[config.mk]
export PLATFORM = sky130hd
export DESIGN_NAME = maze_display_top
export DESIGN_NICKNAME = d
export VERILOG_FILES = /design/src/rtl/maze_pkg.sv /design/src/rtl/tft_pkg.sv /design/src/rtl/maze_apb_regs.sv /design/src/rtl/maze_ctrl.sv /design/src/rtl/tft_init_seq.sv /design/src/rtl/scene_exhibitor.sv /design/src/rtl/tft_spi_tx.sv /design/src/rtl/maze_display_top.sv
export SDC_FILE = /design/constraint.sdc
export NUM_CORES = 1
export LEC_CHECK = 0
export ABC_AREA = 1
export BUFFER_PORTS_ARGS = -buffer_cell sky130_fd_sc_hd__buf_4
export CAP_MARGIN = 20
export CORE_UTILIZATION = 40
export DETAILED_ROUTE_END_ITERATION = 12
export GPL_TIMING_DRIVEN = 0
export PLACE_DENSITY = 0.68
export REMOVE_ABC_BUFFERS = 1
export SLEW_MARGIN = 20
export SYNTH_ARGS = -nofsm -noshare
export SYNTH_HDL_FRONTEND = slang
export SYNTH_SLANG_ARGS = --single-unit
export TNS_END_PERCENT = 50
[constraint.sdc]
create_clock -name clk -period 4.7 [get_ports clk]
set_clock_uncertainty 0.1 [all_clocks]
set_input_delay 0.47 -clock clk [delete_from_list [all_inputs] [get_ports clk]]
set_output_delay 0.47 -clock clk [all_outputs]
set_load 0.02 [all_outputs]
[src/rtl/maze_pkg.sv]
// scene geometry, host bus types and the register map
// tile size must stay a power of two for the local pixel counters
package maze_pkg;

    localparam int GRID_W = 10;
    localparam int GRID_H = 15;
    localparam int TILE_PX = 4;
    localparam int SCREEN_W = GRID_W * TILE_PX;
    localparam int SCREEN_H = GRID_H * TILE_PX;
    localparam int PIXEL_BYTES = 3 * SCREEN_W * SCREEN_H;

    // horizontal walls sit between rows, vertical walls between columns
    localparam int H_WALL_BITS = (GRID_H - 1) * GRID_W;
    localparam int V_WALL_BITS = GRID_H * (GRID_W - 1);
    localparam int WALL_WORDS = 5;

    typedef struct packed {
        logic [H_WALL_BITS-1:0] h_walls;
        logic [V_WALL_BITS-1:0] v_walls;
    } maze_walls_t;

    // element 0 is the first byte sent for a wall pixel
    localparam logic [2:0][7:0] WALL_COLOR = {8'hd5, 8'h7b, 8'h3a};

    typedef struct packed {
        logic        psel;
        logic        penable;
        logic        pwrite;
        logic [7:0]  paddr;
        logic [31:0] pwdata;
    } apb_req_t;

    typedef struct packed {
        logic [31:0] prdata;
        logic        pready;
        logic        pslverr;
    } apb_rsp_t;

    localparam logic [7:0] REG_CTRL = 8'h00;
    localparam logic [7:0] REG_STATUS = 8'h04;
    localparam logic [7:0] REG_HWALL0 = 8'h10;
    localparam logic [7:0] REG_VWALL0 = 8'h30;

    typedef enum logic [1:0] {
        CTRL_IDLE,
        CTRL_INIT,
        CTRL_SCENE,
        CTRL_DRAIN
    } ctrl_state_e;

endpackage

[src/rtl/tft_pkg.sv]
// panel link definitions for an 18-bit colour panel
// compile after maze_pkg, the window bytes come from its screen size
// no delays follow SWRESET or SLPOUT, a real panel needs them
package tft_pkg;

    // dc is 0 for a command byte and 1 for a data byte
    typedef struct packed {
        logic       dc;
        logic [7:0] data;
    } tft_byte_t;

    typedef struct packed {
        logic cs_n;
        logic sclk;
        logic mosi;
        logic dc;
    } tft_pins_t;

    typedef enum logic [7:0] {
        SWRESET = 8'h01,
        SLPOUT  = 8'h11,
        DISPON  = 8'h29,
        CASET   = 8'h2a,
        PASET   = 8'h2b,
        RAMWR   = 8'h2c,
        COLMOD  = 8'h3a
    } tft_cmd_e;

    localparam int INIT_LEN = 16;

    localparam tft_byte_t INIT_TABLE [INIT_LEN] = '{
        '{1'b0, SWRESET},
        '{1'b0, SLPOUT},
        '{1'b0, COLMOD},
        '{1'b1, 8'h66},
        '{1'b0, DISPON},
        '{1'b0, CASET},
        '{1'b1, 8'h00},
        '{1'b1, 8'h00},
        '{1'b1, 8'h00},
        '{1'b1, 8'(maze_pkg::SCREEN_W - 1)},
        '{1'b0, PASET},
        '{1'b1, 8'h00},
        '{1'b1, 8'h00},
        '{1'b1, 8'h00},
        '{1'b1, 8'(maze_pkg::SCREEN_H - 1)},
        '{1'b0, RAMWR}
    };

endpackage

[src/rtl/maze_apb_regs.sv]
// APB3 register block, zero wait states
// wall words cannot be written while a frame is running
`timescale 1ns/100ps

module maze_apb_regs
(
    input  logic                   clk,
    input  logic                   rst,
    input  maze_pkg::apb_req_t     apb_in,
    output maze_pkg::apb_rsp_t     apb_out,
    input  logic                   busy,
    input  logic                   frame_done,
    output logic                   start,
    output maze_pkg::maze_walls_t  walls
);
    import maze_pkg::*;

    logic                     access;
    logic                     ctrl_hit;
    logic                     status_hit;
    logic                     h_hit;
    logic                     v_hit;
    logic                     wall_err;
    logic [7:0]               h_off;
    logic [7:0]               v_off;
    logic [2:0]               h_idx;
    logic [2:0]               v_idx;
    logic [H_WALL_BITS-1:0]   h_reg;
    logic [V_WALL_BITS-1:0]   v_reg;
    logic [WALL_WORDS*32-1:0] h_view;
    logic [WALL_WORDS*32-1:0] v_view;
    logic [31:0]              rdata;
    logic                     done_q;

    assign access = apb_in.psel && apb_in.penable;

    // an address below the window wraps to a large offset and misses
    assign h_off = apb_in.paddr - REG_HWALL0;
    assign v_off = apb_in.paddr - REG_VWALL0;
    assign h_idx = h_off[4:2];
    assign v_idx = v_off[4:2];
    assign h_hit = (h_off < 8'(4 * WALL_WORDS)) && (h_off[1:0] == 2'b00);
    assign v_hit = (v_off < 8'(4 * WALL_WORDS)) && (v_off[1:0] == 2'b00);
    assign ctrl_hit = (apb_in.paddr == REG_CTRL);
    assign status_hit = (apb_in.paddr == REG_STATUS);

    assign wall_err = apb_in.pwrite && (h_hit || v_hit) && busy;

    // bits past the end of the last word read back as zero
    assign h_view = {{(WALL_WORDS * 32 - H_WALL_BITS){1'b0}}, h_reg};
    assign v_view = {{(WALL_WORDS * 32 - V_WALL_BITS){1'b0}}, v_reg};

    always_comb
    begin
        rdata = '0;
        if (status_hit)
            rdata = {30'd0, done_q, busy};
        else if (h_hit)
            rdata = h_view[h_idx*32 +: 32];
        else if (v_hit)
            rdata = v_view[v_idx*32 +: 32];
    end

    assign apb_out = '{
        prdata: rdata,
        pready: 1'b1,
        pslverr: access && (!(ctrl_hit || status_hit || h_hit || v_hit) || wall_err)
    };

    always_ff @(posedge clk)
    begin
        if (access && apb_in.pwrite && !busy)
        begin
            for (int b = 0; b < 32; b++)
            begin
                if (h_hit && (int'(h_idx) * 32 + b < H_WALL_BITS))
                    h_reg[int'(h_idx) * 32 + b] <= apb_in.pwdata[b];
                if (v_hit && (int'(v_idx) * 32 + b < V_WALL_BITS))
                    v_reg[int'(v_idx) * 32 + b] <= apb_in.pwdata[b];
            end
        end
    end

    always_ff @(posedge clk)
    begin
        if (rst)
        begin
            start <= 1'b0;
            done_q <= 1'b0;
        end
        else
        begin
            start <= access && apb_in.pwrite && ctrl_hit && apb_in.pwdata[0];
            if (start)
                done_q <= 1'b0;
            else if (frame_done)
                done_q <= 1'b1;
        end
    end

    assign walls.h_walls = h_reg;
    assign walls.v_walls = v_reg;

endmodule

[src/rtl/maze_ctrl.sv]
// frame sequencer, init bytes first and then the pixel stream
// a start request that arrives during a frame is dropped
`timescale 1ns/100ps

module maze_ctrl
(
    input  logic               clk,
    input  logic               rst,
    input  logic               start,
    output logic               busy,
    output logic               frame_done,
    output logic               init_go,
    output logic               scene_go,
    input  logic               init_last,
    input  logic               scene_last,
    input  tft_pkg::tft_byte_t init_byte,
    input  tft_pkg::tft_byte_t scene_byte,
    input  logic               init_valid,
    input  logic               scene_valid,
    output logic               init_ready,
    output logic               scene_ready,
    output tft_pkg::tft_byte_t tx_byte,
    output logic               tx_valid,
    input  logic               tx_ready,
    input  logic               tx_idle
);
    import maze_pkg::*;

    ctrl_state_e state;
    ctrl_state_e state_next;

    always_comb
    begin
        state_next = state;
        case (state)
            CTRL_IDLE:
                if (start)
                    state_next = CTRL_INIT;
            CTRL_INIT:
                if (init_last)
                    state_next = CTRL_SCENE;
            CTRL_SCENE:
                if (scene_last)
                    state_next = CTRL_DRAIN;
            // the last pixel byte is still on the wire here
            CTRL_DRAIN:
                if (tx_idle)
                    state_next = CTRL_IDLE;
            default:
                state_next = CTRL_IDLE;
        endcase
    end

    always_ff @(posedge clk)
    begin
        if (rst)
        begin
            state <= CTRL_IDLE;
            init_go <= 1'b0;
            scene_go <= 1'b0;
            frame_done <= 1'b0;
        end
        else
        begin
            state <= state_next;
            init_go <= (state == CTRL_IDLE) && start;
            scene_go <= (state == CTRL_INIT) && init_last;
            frame_done <= (state == CTRL_DRAIN) && tx_idle;
        end
    end

    assign busy = (state != CTRL_IDLE);

    // only the source of the current phase sees the serializer
    assign tx_byte = (state == CTRL_SCENE) ? scene_byte : init_byte;
    assign tx_valid = ((state == CTRL_INIT) && init_valid) ||
                      ((state == CTRL_SCENE) && scene_valid);
    assign init_ready = (state == CTRL_INIT) && tx_ready;
    assign scene_ready = (state == CTRL_SCENE) && tx_ready;

endmodule

[src/rtl/tft_init_seq.sv]
// walks the init and window command table once per go pulse
`timescale 1ns/100ps

module tft_init_seq
(
    input  logic               clk,
    input  logic               rst,
    input  logic               go,
    output tft_pkg::tft_byte_t out_byte,
    output logic               out_valid,
    input  logic               out_ready,
    output logic               last_sent
);
    import tft_pkg::*;

    logic [$clog2(INIT_LEN)-1:0] idx;
    logic                        active;
    logic                        at_end;

    assign at_end = (int'(idx) == INIT_LEN - 1);
    assign out_valid = active;
    assign out_byte = INIT_TABLE[idx];
    assign last_sent = active && out_ready && at_end;

    always_ff @(posedge clk)
    begin
        if (rst)
        begin
            active <= 1'b0;
            idx <= '0;
        end
        else if (go)
        begin
            active <= 1'b1;
            idx <= '0;
        end
        else if (active && out_ready)
        begin
            if (at_end)
                active <= 1'b0;
            else
                idx <= idx + 1'b1;
        end
    end

endmodule

[src/rtl/scene_exhibitor.sv]
// raster scan of the maze, three colour bytes per pixel, all as data
// walls must not change between go and last_sent
// the outer border of the grid is never drawn
`timescale 1ns/100ps

module scene_exhibitor
(
    input  logic                  clk,
    input  logic                  rst,
    input  logic                  go,
    input  maze_pkg::maze_walls_t walls,
    output tft_pkg::tft_byte_t    out_byte,
    output logic                  out_valid,
    input  logic                  out_ready,
    output logic                  last_sent
);
    import maze_pkg::*;

    logic                       active;
    logic [$clog2(GRID_W)-1:0]  tx;
    logic [$clog2(GRID_H)-1:0]  ty;
    logic [$clog2(TILE_PX)-1:0] lx;
    logic [$clog2(TILE_PX)-1:0] ly;
    logic [1:0]                 cidx;
    logic [7:0]                 v_left;
    logic [7:0]                 v_right;
    logic [7:0]                 h_top;
    logic [7:0]                 h_bottom;
    logic                       wall_px;
    logic                       step;
    logic                       lx_end;
    logic                       row_end;
    logic                       ly_end;
    logic                       frame_end;

    // bit positions of the four walls around the current tile
    assign v_left = 8'(ty * (GRID_W - 1) + tx - 1);
    assign v_right = 8'(ty * (GRID_W - 1) + tx);
    assign h_top = 8'((ty - 1) * GRID_W + tx);
    assign h_bottom = 8'(ty * GRID_W + tx);

    // the tile range checks keep the out-of-grid indices from mattering
    assign wall_px =
        (lx == 0 && tx != 0 && walls.v_walls[v_left]) ||
        (lx == TILE_PX - 1 && tx < GRID_W - 1 && walls.v_walls[v_right]) ||
        (ly == 0 && ty != 0 && walls.h_walls[h_top]) ||
        (ly == TILE_PX - 1 && ty < GRID_H - 1 && walls.h_walls[h_bottom]);

    assign out_valid = active;
    assign out_byte.dc = 1'b1;
    assign out_byte.data = wall_px ? WALL_COLOR[cidx] : 8'h00;

    assign step = active && out_ready;
    assign lx_end = (lx == TILE_PX - 1);
    assign row_end = lx_end && (tx == GRID_W - 1);
    assign ly_end = (ly == TILE_PX - 1);
    assign frame_end = (cidx == 2'd2) && row_end && ly_end && (ty == GRID_H - 1);
    assign last_sent = step && frame_end;

    always_ff @(posedge clk)
    begin
        if (rst)
        begin
            active <= 1'b0;
            cidx <= '0;
            lx <= '0;
            tx <= '0;
            ly <= '0;
            ty <= '0;
        end
        else if (go)
        begin
            active <= 1'b1;
            cidx <= '0;
            lx <= '0;
            tx <= '0;
            ly <= '0;
            ty <= '0;
        end
        else if (step)
        begin
            if (cidx != 2'd2)
                cidx <= cidx + 1'b1;
            else
            begin
                cidx <= '0;
                lx <= lx + 1'b1;
                if (lx_end)
                    tx <= (tx == GRID_W - 1) ? '0 : tx + 1'b1;
                if (row_end)
                begin
                    ly <= ly + 1'b1;
                    if (ly_end)
                        ty <= ty + 1'b1;
                end
                if (frame_end)
                    active <= 1'b0;
            end
        end
    end

endmodule

[src/rtl/tft_spi_tx.sv]
// SPI byte serializer, sclk at clk/2, MSB first, 16 clocks per byte
// cs_n rises for one idle clock between back-to-back bytes
`timescale 1ns/100ps

module tft_spi_tx
(
    input  logic               clk,
    input  logic               rst,
    input  tft_pkg::tft_byte_t in_byte,
    input  logic               in_valid,
    output logic               in_ready,
    output logic               idle,
    output tft_pkg::tft_pins_t pins
);
    logic       busy_q;
    logic [3:0] cnt;
    logic [7:0] shreg;
    logic       dc_q;
    logic       take;

    assign in_ready = !busy_q;
    assign idle = !busy_q;
    assign take = in_valid && !busy_q;

    // odd counts are the high half of sclk where the panel samples
    assign pins.cs_n = !busy_q;
    assign pins.sclk = busy_q && cnt[0];
    assign pins.mosi = busy_q && shreg[7];
    assign pins.dc = dc_q;

    always_ff @(posedge clk)
    begin
        if (rst)
        begin
            busy_q <= 1'b0;
            cnt <= '0;
            dc_q <= 1'b0;
        end
        else if (take)
        begin
            busy_q <= 1'b1;
            cnt <= '0;
            dc_q <= in_byte.dc;
        end
        else if (busy_q)
        begin
            cnt <= cnt + 1'b1;
            if (cnt == 4'd15)
                busy_q <= 1'b0;
        end
    end

    // next bit moves up as sclk falls
    always_ff @(posedge clk)
    begin
        if (take)
            shreg <= in_byte.data;
        else if (busy_q && cnt[0])
            shreg <= {shreg[6:0], 1'b0};
    end

endmodule

[src/rtl/maze_display_top.sv]
// maze display core, APB3 host side and a write-only SPI panel link
`timescale 1ns/100ps

module maze_display_top
(
    input  logic               clk,
    input  logic               rst,
    input  maze_pkg::apb_req_t apb_in,
    output maze_pkg::apb_rsp_t apb_out,
    output tft_pkg::tft_pins_t pins
);
    import maze_pkg::*;
    import tft_pkg::*;

    maze_walls_t walls;
    logic        start;
    logic        busy;
    logic        frame_done;
    logic        init_go;
    logic        scene_go;
    logic        init_last;
    logic        scene_last;
    tft_byte_t   init_byte;
    tft_byte_t   scene_byte;
    logic        init_valid;
    logic        scene_valid;
    logic        init_ready;
    logic        scene_ready;
    tft_byte_t   tx_byte;
    logic        tx_valid;
    logic        tx_ready;
    logic        tx_idle;

    maze_apb_regs regs0
    (
        .clk        (clk),
        .rst        (rst),
        .apb_in     (apb_in),
        .apb_out    (apb_out),
        .busy       (busy),
        .frame_done (frame_done),
        .start      (start),
        .walls      (walls)
    );

    maze_ctrl ctrl0
    (
        .clk         (clk),
        .rst         (rst),
        .start       (start),
        .busy        (busy),
        .frame_done  (frame_done),
        .init_go     (init_go),
        .scene_go    (scene_go),
        .init_last   (init_last),
        .scene_last  (scene_last),
        .init_byte   (init_byte),
        .scene_byte  (scene_byte),
        .init_valid  (init_valid),
        .scene_valid (scene_valid),
        .init_ready  (init_ready),
        .scene_ready (scene_ready),
        .tx_byte     (tx_byte),
        .tx_valid    (tx_valid),
        .tx_ready    (tx_ready),
        .tx_idle     (tx_idle)
    );

    tft_init_seq init0
    (
        .clk       (clk),
        .rst       (rst),
        .go        (init_go),
        .out_byte  (init_byte),
        .out_valid (init_valid),
        .out_ready (init_ready),
        .last_sent (init_last)
    );

    scene_exhibitor scene0
    (
        .clk       (clk),
        .rst       (rst),
        .go        (scene_go),
        .walls     (walls),
        .out_byte  (scene_byte),
        .out_valid (scene_valid),
        .out_ready (scene_ready),
        .last_sent (scene_last)
    );

    tft_spi_tx spi0
    (
        .clk      (clk),
        .rst      (rst),
        .in_byte  (tx_byte),
        .in_valid (tx_valid),
        .in_ready (tx_ready),
        .idle     (tx_idle),
        .pins     (pins)
    );

endmodule

==> results.rst, run 1 <==
.. list-table::
   :header-rows: 1

   * - Metric
     - Value
   * - Post-route cell area
     - about 22000 um^2
   * - Total congestion overflow
     - 0
   * - Nets@finish
     - 2465
   * - Net Sw Power
     - roughly 1.4 mW
   * - Via count of the routed design
     - around 18000
   * - Type of destination of the critical path
     - output port
   * - Power per unit of standard cell area
     - between 200 and 300 nW/um^2
   * - Antenna viol nets, final
     - 0
   * - Instance count along the most critical hold path
     - 2
   * - Leakage power
     - 8.42 nW
   * - Chip Width
     - between 200 and 250 um
   * - Worst Reg2Reg Path Length in Cells
     - 18
   * - Sequential fraction of the synthesis area
     - a little under half
   * - Result of the run
     - finished, final reports clean
   * - Worst slack at placement
     - -1130 ps
   * - Commonest register cell after synthesis
     - edfxtp_1
   * - Vias in the first global route
     - 16400
   * - Critical path type
     - input pin to output port
   * - Sequential fraction of design power
     - ~50%
   * - Ratio of final minimum period to clock period
     - between 90 and 100%
   * - Synthesized-area fraction occupied by xor and xnor cells
     - less than 1%
   * - Mux contribution to synthesized area
     - less than 1%
   * - Destination of the worst hold path
     - ctrl0.init_go
   * - Clock latency of the later-clocked register in the worst-skew pair
     - 550 ps
   * - Area share of and/or/nand/nor cells after synthesis
     - between 20% and 30%
   * - Final-report max-slew violation count
     - 0
   * - Path type of the worst min-delay path
     - input pin to flip-flop
   * - Share of total power in the clock network
     - roughly 44%
   * - Maximum VDD drop
     - around 0.26 mV
   * - Residual DRC count
     - 0
   * - Cells after synthesis
     - 2350
   * - Register-to-register path setup slack
     - 170 ps
   * - Synthesized area
     - 19300 um^2
   * - Clock sink count
     - 316
   * - Largest net degree at the start of global routing
     - between 90 and 100
   * - Setup-violating endpoint count in the final report
     - 0
   * - Number of standard-cell rows in the floorplan
     - 80
   * - Flip-flop count of the largest register, all copies and words added
     - 140
   * - Dominant combinational cell family by area after synthesis
     - simple AND/OR/NAND/NOR gates
   * - Power after layout
     - just over 6 mW
   * - Area added between synthesis and finish
     - 12.6%
   * - Worst reg2reg path endpoint
     - spi0.shreg[7]
   * - GR Util All Layers
     - between 20 and 25%
   * - Count of unique library cells instantiated by Yosys
     - 53
   * - Number of storage elements in the synthesis netlist
     - roughly 320
   * - Final worst-path setup slack
     - approximately 23 ps
   * - Area of the die
     - ~49000 um^2
   * - Root buffer selected by CTS
     - clkbuf_16
   * - Clock transition at path regs
     - 60 ps
   * - Antenna violations before repair
     - 0
   * - Post-route insts no fill
     - 2995
   * - Fillers
     - roughly 4600
   * - Crit-path max FO
     - 96
   * - Antenna diodes
     - 0
   * - Fin crit period
     - ~4700 ps
   * - Worst Hold Margin
     - between 70 and 80 ps
   * - Instance count after placement with tap cells included
     - roughly 2900
   * - Endpoint arrival time on the critical path
     - 4110 ps
   * - Largest buffer count on any clock path
     - 3
   * - Pin slew with the least headroom to its limit
     - between 1000 and 1500 ps
   * - Share of flip-flops with an asynchronous set or reset after synthesis
     - 0%
   * - Maximum level of the CTS H-tree
     - 2
   * - Number of violations of the max-capacitance limit
     - 0
   * - Final WL
     - 62000 um
   * - Die extent in y
     - roughly 220 um
   * - Initial cell density of the core
     - 40.4%
   * - Count of yosys warnings during synthesis
     - 0
   * - Endpoints failing hold
     - 0
   * - Clock tree from TritonCTS
     - yes
   * - Worst r2r src
     - scene0.tx[0]
   * - Number of flops mapped to enable cells by yosys
     - approximately 280
   * - DR vias/cell
     - ~6
   * - Average wire per cell in the routed design
     - around 21 um
   * - Count of boundary I/O pins
     - 83
   * - Slew margin rel.
     - 24.2%
   * - F_max
     - 214 MHz
   * - Post-place instance area
     - about 20000 um^2
   * - First DRT Iteration DRCs
     - 2301
   * - Power share of the combinational group
     - under 10%
   * - Internal portion of total power
     - between 4 and 5 mW
   * - Unrepaired setup endpoints after global routing
     - true
   * - Min-Delay Startpoint
     - rst
   * - Post-synthesis area per instance
     - 8.20 um^2
   * - Router iterations before antenna repair
     - 8
   * - Hold buffer count at cts
     - 0
   * - Final RePlAce weighted congestion
     - about 0.95
   * - First-pass GRT wire length
     - just over 90000 um
   * - Proportion of layout cells with a drive suffix above 1
     - between 10% and 20%
   * - HPWL reported at the end of detailed placement
     - approximately 42000 um
   * - Switching power share of the total
     - between 20% and 30%
   * - Synthesized-area fraction occupied by adder cells
     - under 10%
   * - Number of buffers created by CTS
     - 36
   * - Compound-Gate Fraction of Synth Area
     - around 15%
   * - Core area
     - 47600 um^2
   * - Number of I/O port buffers
     - 81
   * - Critical path launch point type
     - input pin
   * - Required time of the worst setup path
     - between 4000 and 5000 ps
cell families (layout without fill, tap and decap cells):
| kind of cell | Yosys count | in the layout |
|---|---|---|
| buffers and inverters | 342 | 372 |
| XOR/XNOR | 16 | 16 |
| flip-flops | 316 | 316 |
| adder cells (fa/ha/maj) | 64 | 64 |
| AND/OR/NAND/NOR | 1095 | 1095 |
| multiplexers | 1 | 1 |
| other | 1 | 1 |
| AO/OA/AOI/OAI | 515 | 515 |
worst max-delay path: stages:
cell      delay (ps)
buf_6            540
inv_2            450
nor2_4           640
clkinv_4         520
o221a_2          390
a221oi_1         620
nor3_1           160
buf_4            200
worst max path at each step:
| stage | slack (ps) | from | to | cells past startpoint |
|---|---|---|---|---|
| 5_1_grt | -70 | apb_in[34] | apb_out[11] | 8 |
| 4_1_cts | 60 | scene0.tx[1] | spi0.shreg[7] | 20 |
| 3_3_place_gp | -9160 | scene0.tx[0] | spi0.shreg[7] | 16 |
| 3_5_place_dp | -1130 | scene0.tx[0] | spi0.shreg[7] | 19 |
| 6_report | 20 | apb_in[34] | apb_out[11] | 8 |
| 2_1_floorplan | -4620 | scene0.tx[0] | spi0.shreg[1] | 16 |
placed cells by master, fill, tap and decap left out, types with 6 or more instances in the layout:
cell / instances
xor2_1: 10
inv_2: 14
a21oi_1: 212
o221ai_1: 19
a22oi_1: 31
nand4_1: 13
clkbuf_16: 37
nand2_2: 9
clkinv_2: 7
a221oi_1: 8
o211ai_1: 15
nor2_1: 91
buf_12: 7
edfxtp_1: 283
buf_16: 9
o21ai_0: 192
nor3_1: 27
ha_1: 55
inv_1: 172
a211oi_1: 6
buf_4: 94
dfxtp_1: 30
o22ai_1: 9
nand2_1: 566
clkbuf_1: 14
nor2_4: 13
nand3_1: 357
through the flow:
stage               utilization (%)  setup TNS (ps)
finish                         45.5               0
global route                   45.5           -67.2
CTS                            45.3               0
detailed placement             42.8          -45340
global placement               41.8         -658310
floorplan                         -          -37090
repair_timing:
action | 4_1_cts | 5_1_grt
endpoints found under the setup margin | 68 | 12
setup buffers | 3 | 13
gates cloned | 1 | 0
pin swaps | 1 | 4
gates resized for setup | 13 | 4
power by group through the flow:
stage,Clock (mW),Sequential (mW),Combinational (mW)
6_report,2.64,3.07,0.367
5_1_grt,2.77,3.06,0.391
4_1_cts,2.67,3.07,0.356
3_5_place_dp,0,3.12,0.353
3_3_place_gp,0,3.12,0.333
2_1_floorplan,0,3.13,0.158
metal layers:
metal / up-vias / routed length [um] / share of wire (%) / track usage [%]
li1: 8192 / - / - / -
met1: 8358 / 24700 / 40 / 32.5
met2: 1036 / 28600 / 46 / 39.4
met3: 172 / 5800 / 9.4 / 3.34
met4: 0 / 2900 / 4.7 / 12.8
met5: - / 0 / 0 / 0
area by class of cell:
type                            instances  area (um^2)  share of cell area [%]
Sequential cell                       316         9170                    42.2
Multi-Input combinational cell       1692         8800                    40.5
Timing Repair Buffer                  114         1140                    5.26
Clock buffer                           51          978                    4.51
Tap cell                              615          769                    3.55
Inverter                              195          759                    3.50
Clock inverter                         11         80.1                   0.369
Timing Repair inverter                  1         7.51                  0.0346
synthesized netlist by cell type (2+ instances only):
master / count / area, um^2
a211o_1: 2 / 17.5
a211oi_1: 6 / 45.0
a21oi_1: 212 / 1060
a21oi_2: 5 / 43.8
a221oi_1: 8 / 70.1
a22oi_1: 31 / 233
a31oi_1: 3 / 18.8
buf_1: 15 / 56.3
buf_2: 49 / 245
buf_4: 15 / 113
buf_6: 6 / 67.6
clkbuf_1: 62 / 233
clkinv_1: 3 / 11.3
dfxtp_1: 33 / 661
edfxtp_1: 283 / 8500
fa_1: 5 / 100
ha_1: 59 / 738
inv_1: 175 / 657
inv_2: 15 / 56.3
inv_4: 2 / 12.5
nand2_1: 567 / 2130
nand2_2: 8 / 50.1
nand2_4: 4 / 45.0
nand3_1: 357 / 1790
nand3_2: 2 / 20.0
nand4_1: 13 / 81.3
nor2_1: 103 / 387
nor2_2: 3 / 18.8
nor2_4: 3 / 33.8
nor3_1: 27 / 135
o211ai_1: 15 / 113
o21ai_0: 192 / 961
o21ai_1: 2 / 10.0
o221a_2: 5 / 56.3
o221ai_1: 19 / 166
o22ai_1: 9 / 56.3
or2_1: 2 / 12.5
or2_2: 3 / 18.8
xnor2_1: 4 / 35.0
xor2_1: 10 / 87.6
(Power assumes the default switching activity.)
==> run 2: changes to the inputs <==
--- a/config.mk
+++ b/config.mk
@@ -9,6 +9,7 @@
 export BUFFER_PORTS_ARGS = -buffer_cell sky130_fd_sc_hd__buf_4
 export CAP_MARGIN = 20
 export CORE_UTILIZATION = 40
+export CTS_BUF_LIST = sky130_fd_sc_hd__clkbuf_4
 export DETAILED_ROUTE_END_ITERATION = 12
 export GPL_TIMING_DRIVEN = 0
 export PLACE_DENSITY = 0.68
==> run 2 against run 1 <==
Effect of this change:
- sequential power barely moved
- critical path depth did not move
- clock-buffer cell count rose by 79
- register-to-register slack improved by 40 ps
- core utilization rose by 0.76 points
- die area did not move
- hold slack improved by 71 ps
- first-iteration DRC count fell by 9.4%
- power fell by 1.1%
- non-clock buffer count rose by 27
- critical path type unchanged
==> results.rst, run 2 (same netlist as run 1, synthesis figures left out) <==
.. list-table::
   :header-rows: 1

   * - Metric
     - Value
   * - Ratio of final minimum period to clock period
     - 98.8% (-0.74 points)
   * - Via count of the routed design
     - 18100 (+2.1%)
   * - Final worst-path setup slack
     - 57.4 ps (+34.9 ps)
   * - Path type of the worst min-delay path
     - input pin to flip-flop
   * - Highest-count cells in the layout ignoring fill and taps
     - 566 x nand2_1, 357 x nand3_1, 283 x edfxtp_1
   * - DR vias/cell
     - 5.83 (-1.7%)
   * - Clock transition at path regs
     - 60 ps (about the same)
   * - Initial cell density of the core
     - 40.4% (unchanged)
   * - Clock latency of the later-clocked register in the worst-skew pair
     - 820 ps (+270 ps)
   * - Clock tree from TritonCTS
     - yes
   * - Endpoints failing hold
     - 0 (unchanged)
   * - Final RePlAce weighted congestion
     - 0.949 (unchanged)
   * - Required time of the worst setup path
     - 4130 ps (about the same)
   * - Register-to-register path setup slack
     - 210 ps (+40 ps)
   * - GR Util All Layers
     - 25.0% (+0.43 points)
   * - Count of boundary I/O pins
     - 83 (unchanged)
   * - Number of violations of the max-capacitance limit
     - 0 (unchanged)
   * - Critical path launch point type
     - input pin
   * - Fillers
     - 4588 (-0.022%)
   * - Destination of the worst hold path
     - regs0.h_reg[63]
   * - Worst Reg2Reg Path Length in Cells
     - 21 (+3)
   * - Worst r2r src
     - scene0.tx[0]
   * - Final-report max-slew violation count
     - 0 (unchanged)
   * - Layer with the highest usage after global routing
     - met2
   * - Startpoint of the worst setup timing path
     - apb_in[34]
   * - Average wire per cell in the routed design
     - 20.3 um (-2.1%)
   * - Worst slack at placement
     - -1130 ps (unchanged)
   * - Largest net degree at the start of global routing
     - 97 (unchanged)
   * - Type of destination of the critical path
     - output port
   * - First DRT Iteration DRCs
     - 2084 (-9.4%)
   * - Setup_tns
     - 0 ps (unchanged)
   * - Min-Delay Startpoint
     - apb_in[36]
   * - Largest buffer count on any clock path
     - 3 (unchanged)
   * - Crit-path max FO
     - 96 (unchanged)
   * - Total congestion overflow
     - 0 (unchanged)
   * - GR Util met2
     - 39.7% (+0.36 points)
   * - Root buffer selected by CTS
     - clkbuf_4
   * - Instance count along the most critical hold path
     - 3 (+1)
   * - Unrepaired setup endpoints after global routing
     - true
   * - Sequential Area
     - 9170 um^2 (unchanged)
   * - Area added between synthesis and finish
     - 14.5%
   * - Result of the run
     - finished, final reports clean
   * - Final WL
     - 63100 um (+1.7%)
   * - Leading cell type in the layout, fill and taps excluded
     - nand2_1
   * - Power per unit of standard cell area
     - 272 nW/um^2 (-2.7%)
   * - Die extent in y
     - 221 um (unchanged)
   * - Residual DRC count
     - 0 (unchanged)
   * - Maximum level of the CTS H-tree
     - 3 (+1)
   * - Fin crit period
     - 4640 ps (-34.9 ps)
   * - Instance count after placement with tap cells included
     - 2915 (unchanged)
   * - Leakage power
     - 8.67 nW (+2.9%)
   * - Router iterations before antenna repair
     - 6 (-2)
   * - Clock sink count
     - 316 (unchanged)
   * - Flip-flop count of the largest register, all copies and words added
     - 140 (unchanged)
   * - Met3 demand-to-capacity share in global routing
     - 4.21% (+0.87 points)
   * - Area occupied by multi-input gates
     - 8810 um^2 (+0.13%)
   * - Post-route insts no fill
     - 3113 (+3.9%)
   * - Slew margin rel.
     - 25.5% (+1.3 points)
   * - Number of buffers created by CTS
     - 86 (+140%)
   * - Worst reg2reg path endpoint
     - spi0.shreg[7]
   * - Worst Hold Margin
     - 151 ps (+71.3 ps)
   * - Vias in the first global route
     - 17000 (+3.3%)
   * - Endpoint arrival time on the critical path
     - 4070 ps (-40 ps)
   * - Maximum VDD drop
     - 0.167 mV (-35%)
   * - Antenna viol nets, final
     - 0 (unchanged)
   * - Proportion of layout cells with a drive suffix above 1
     - 13.1% (+2.9 points)
   * - Number of standard-cell rows in the floorplan
     - 80 (unchanged)
   * - Met1 usage
     - 32.1% (-0.41 points)
   * - Area of the die
     - 49100 um^2 (unchanged)
   * - First-pass GRT wire length
     - 94800 um (+1.3%)
   * - F_max
     - 215 MHz (+0.75%)
   * - Core area
     - 47600 um^2 (unchanged)
   * - Pin slew with the least headroom to its limit
     - 1110 ps (-19.6 ps)
   * - Nets@finish
     - 2543 (+3.2%)
   * - Setup-violating endpoint count in the final report
     - 0 (unchanged)
   * - HPWL reported at the end of detailed placement
     - 42400 um (unchanged)
   * - Antenna violations before repair
     - 1 (+1)
   * - Number of I/O port buffers
     - 81 (unchanged)
   * - Chip Width
     - 221 um (unchanged)
   * - Critical path type
     - input pin to output port
==> run 2: worst max path at each step <==
stage,end,slack [ps],cells after the start
2_1_floorplan,spi0.shreg[1],-4620,16
3_3_place_gp,spi0.shreg[7],-9160,16
3_5_place_dp,spi0.shreg[7],-1130,19
4_1_cts,spi0.shreg[7],80,20
5_1_grt,apb_out[11],-50,8
6_report,apb_out[11],60,8
==> run 2: routing by layer <==
layer  wire length (um)  vias to the layer above
li1                   -                     8399
met1              24900                     8454
met2              29000                     1061
met3               5950                      221
met4               3260                        0
met5                  0                        -
==> run 2: through the flow <==
stage / total power, mW / utilization [%] / area, um^2
after floorplan: 3.28 / - / 18600
after global placement: 3.46 / 41.8 / 19900
after detailed placement: 3.48 / 42.8 / 20400
after CTS: 6.04 / 46.2 / 22000
after global routing: 6.21 / 46.3 / 22100
final: 6.01 / 46.3 / 22100
==> run 2: power breakdown <==
| part | switching (mW) | leakage [nW] | total [mW] | internal [mW] |
|---|---|---|---|---|
| Clock | 1.19 | 0.666 | 2.56 | 1.36 |
| Combinational | 0.264 | 5.18 | 0.391 | 0.127 |
| Sequential | 0.00541 | 2.83 | 3.06 | 3.06 |
==> run 2: area by class of cell <==
class | instances | share of cell area (%)
well taps | 615 | 3.49
inverters | 195 | 3.45
clock buffers | 130 | 4.42
diodes | 1 | 0.0113
repair buffers | 141 | 6.50
clock inverters | 21 | 0.612
multi-input cells | 1693 | 39.9
repair inverters | 1 | 0.0340
flip-flops and latches | 316 | 41.5
==> run 2: timing repair <==
item                       in CTS  in global routing
setup endpoints to repair      32                 13
setup buffers                   3                  5
pin swaps                       1                  4
resized for setup              13                  6
gates cloned                    1                  1
hold buffers                   36                  0
hold endpoints to repair      288                  0
==> run 2: worst max-delay path, stage by stage <==
cell	delay, ps
buf_6	550
inv_2	460
nor2_4	640
clkinv_4	510
o221a_2	390
a221oi_1	560
nor3_1	170
buf_4	200
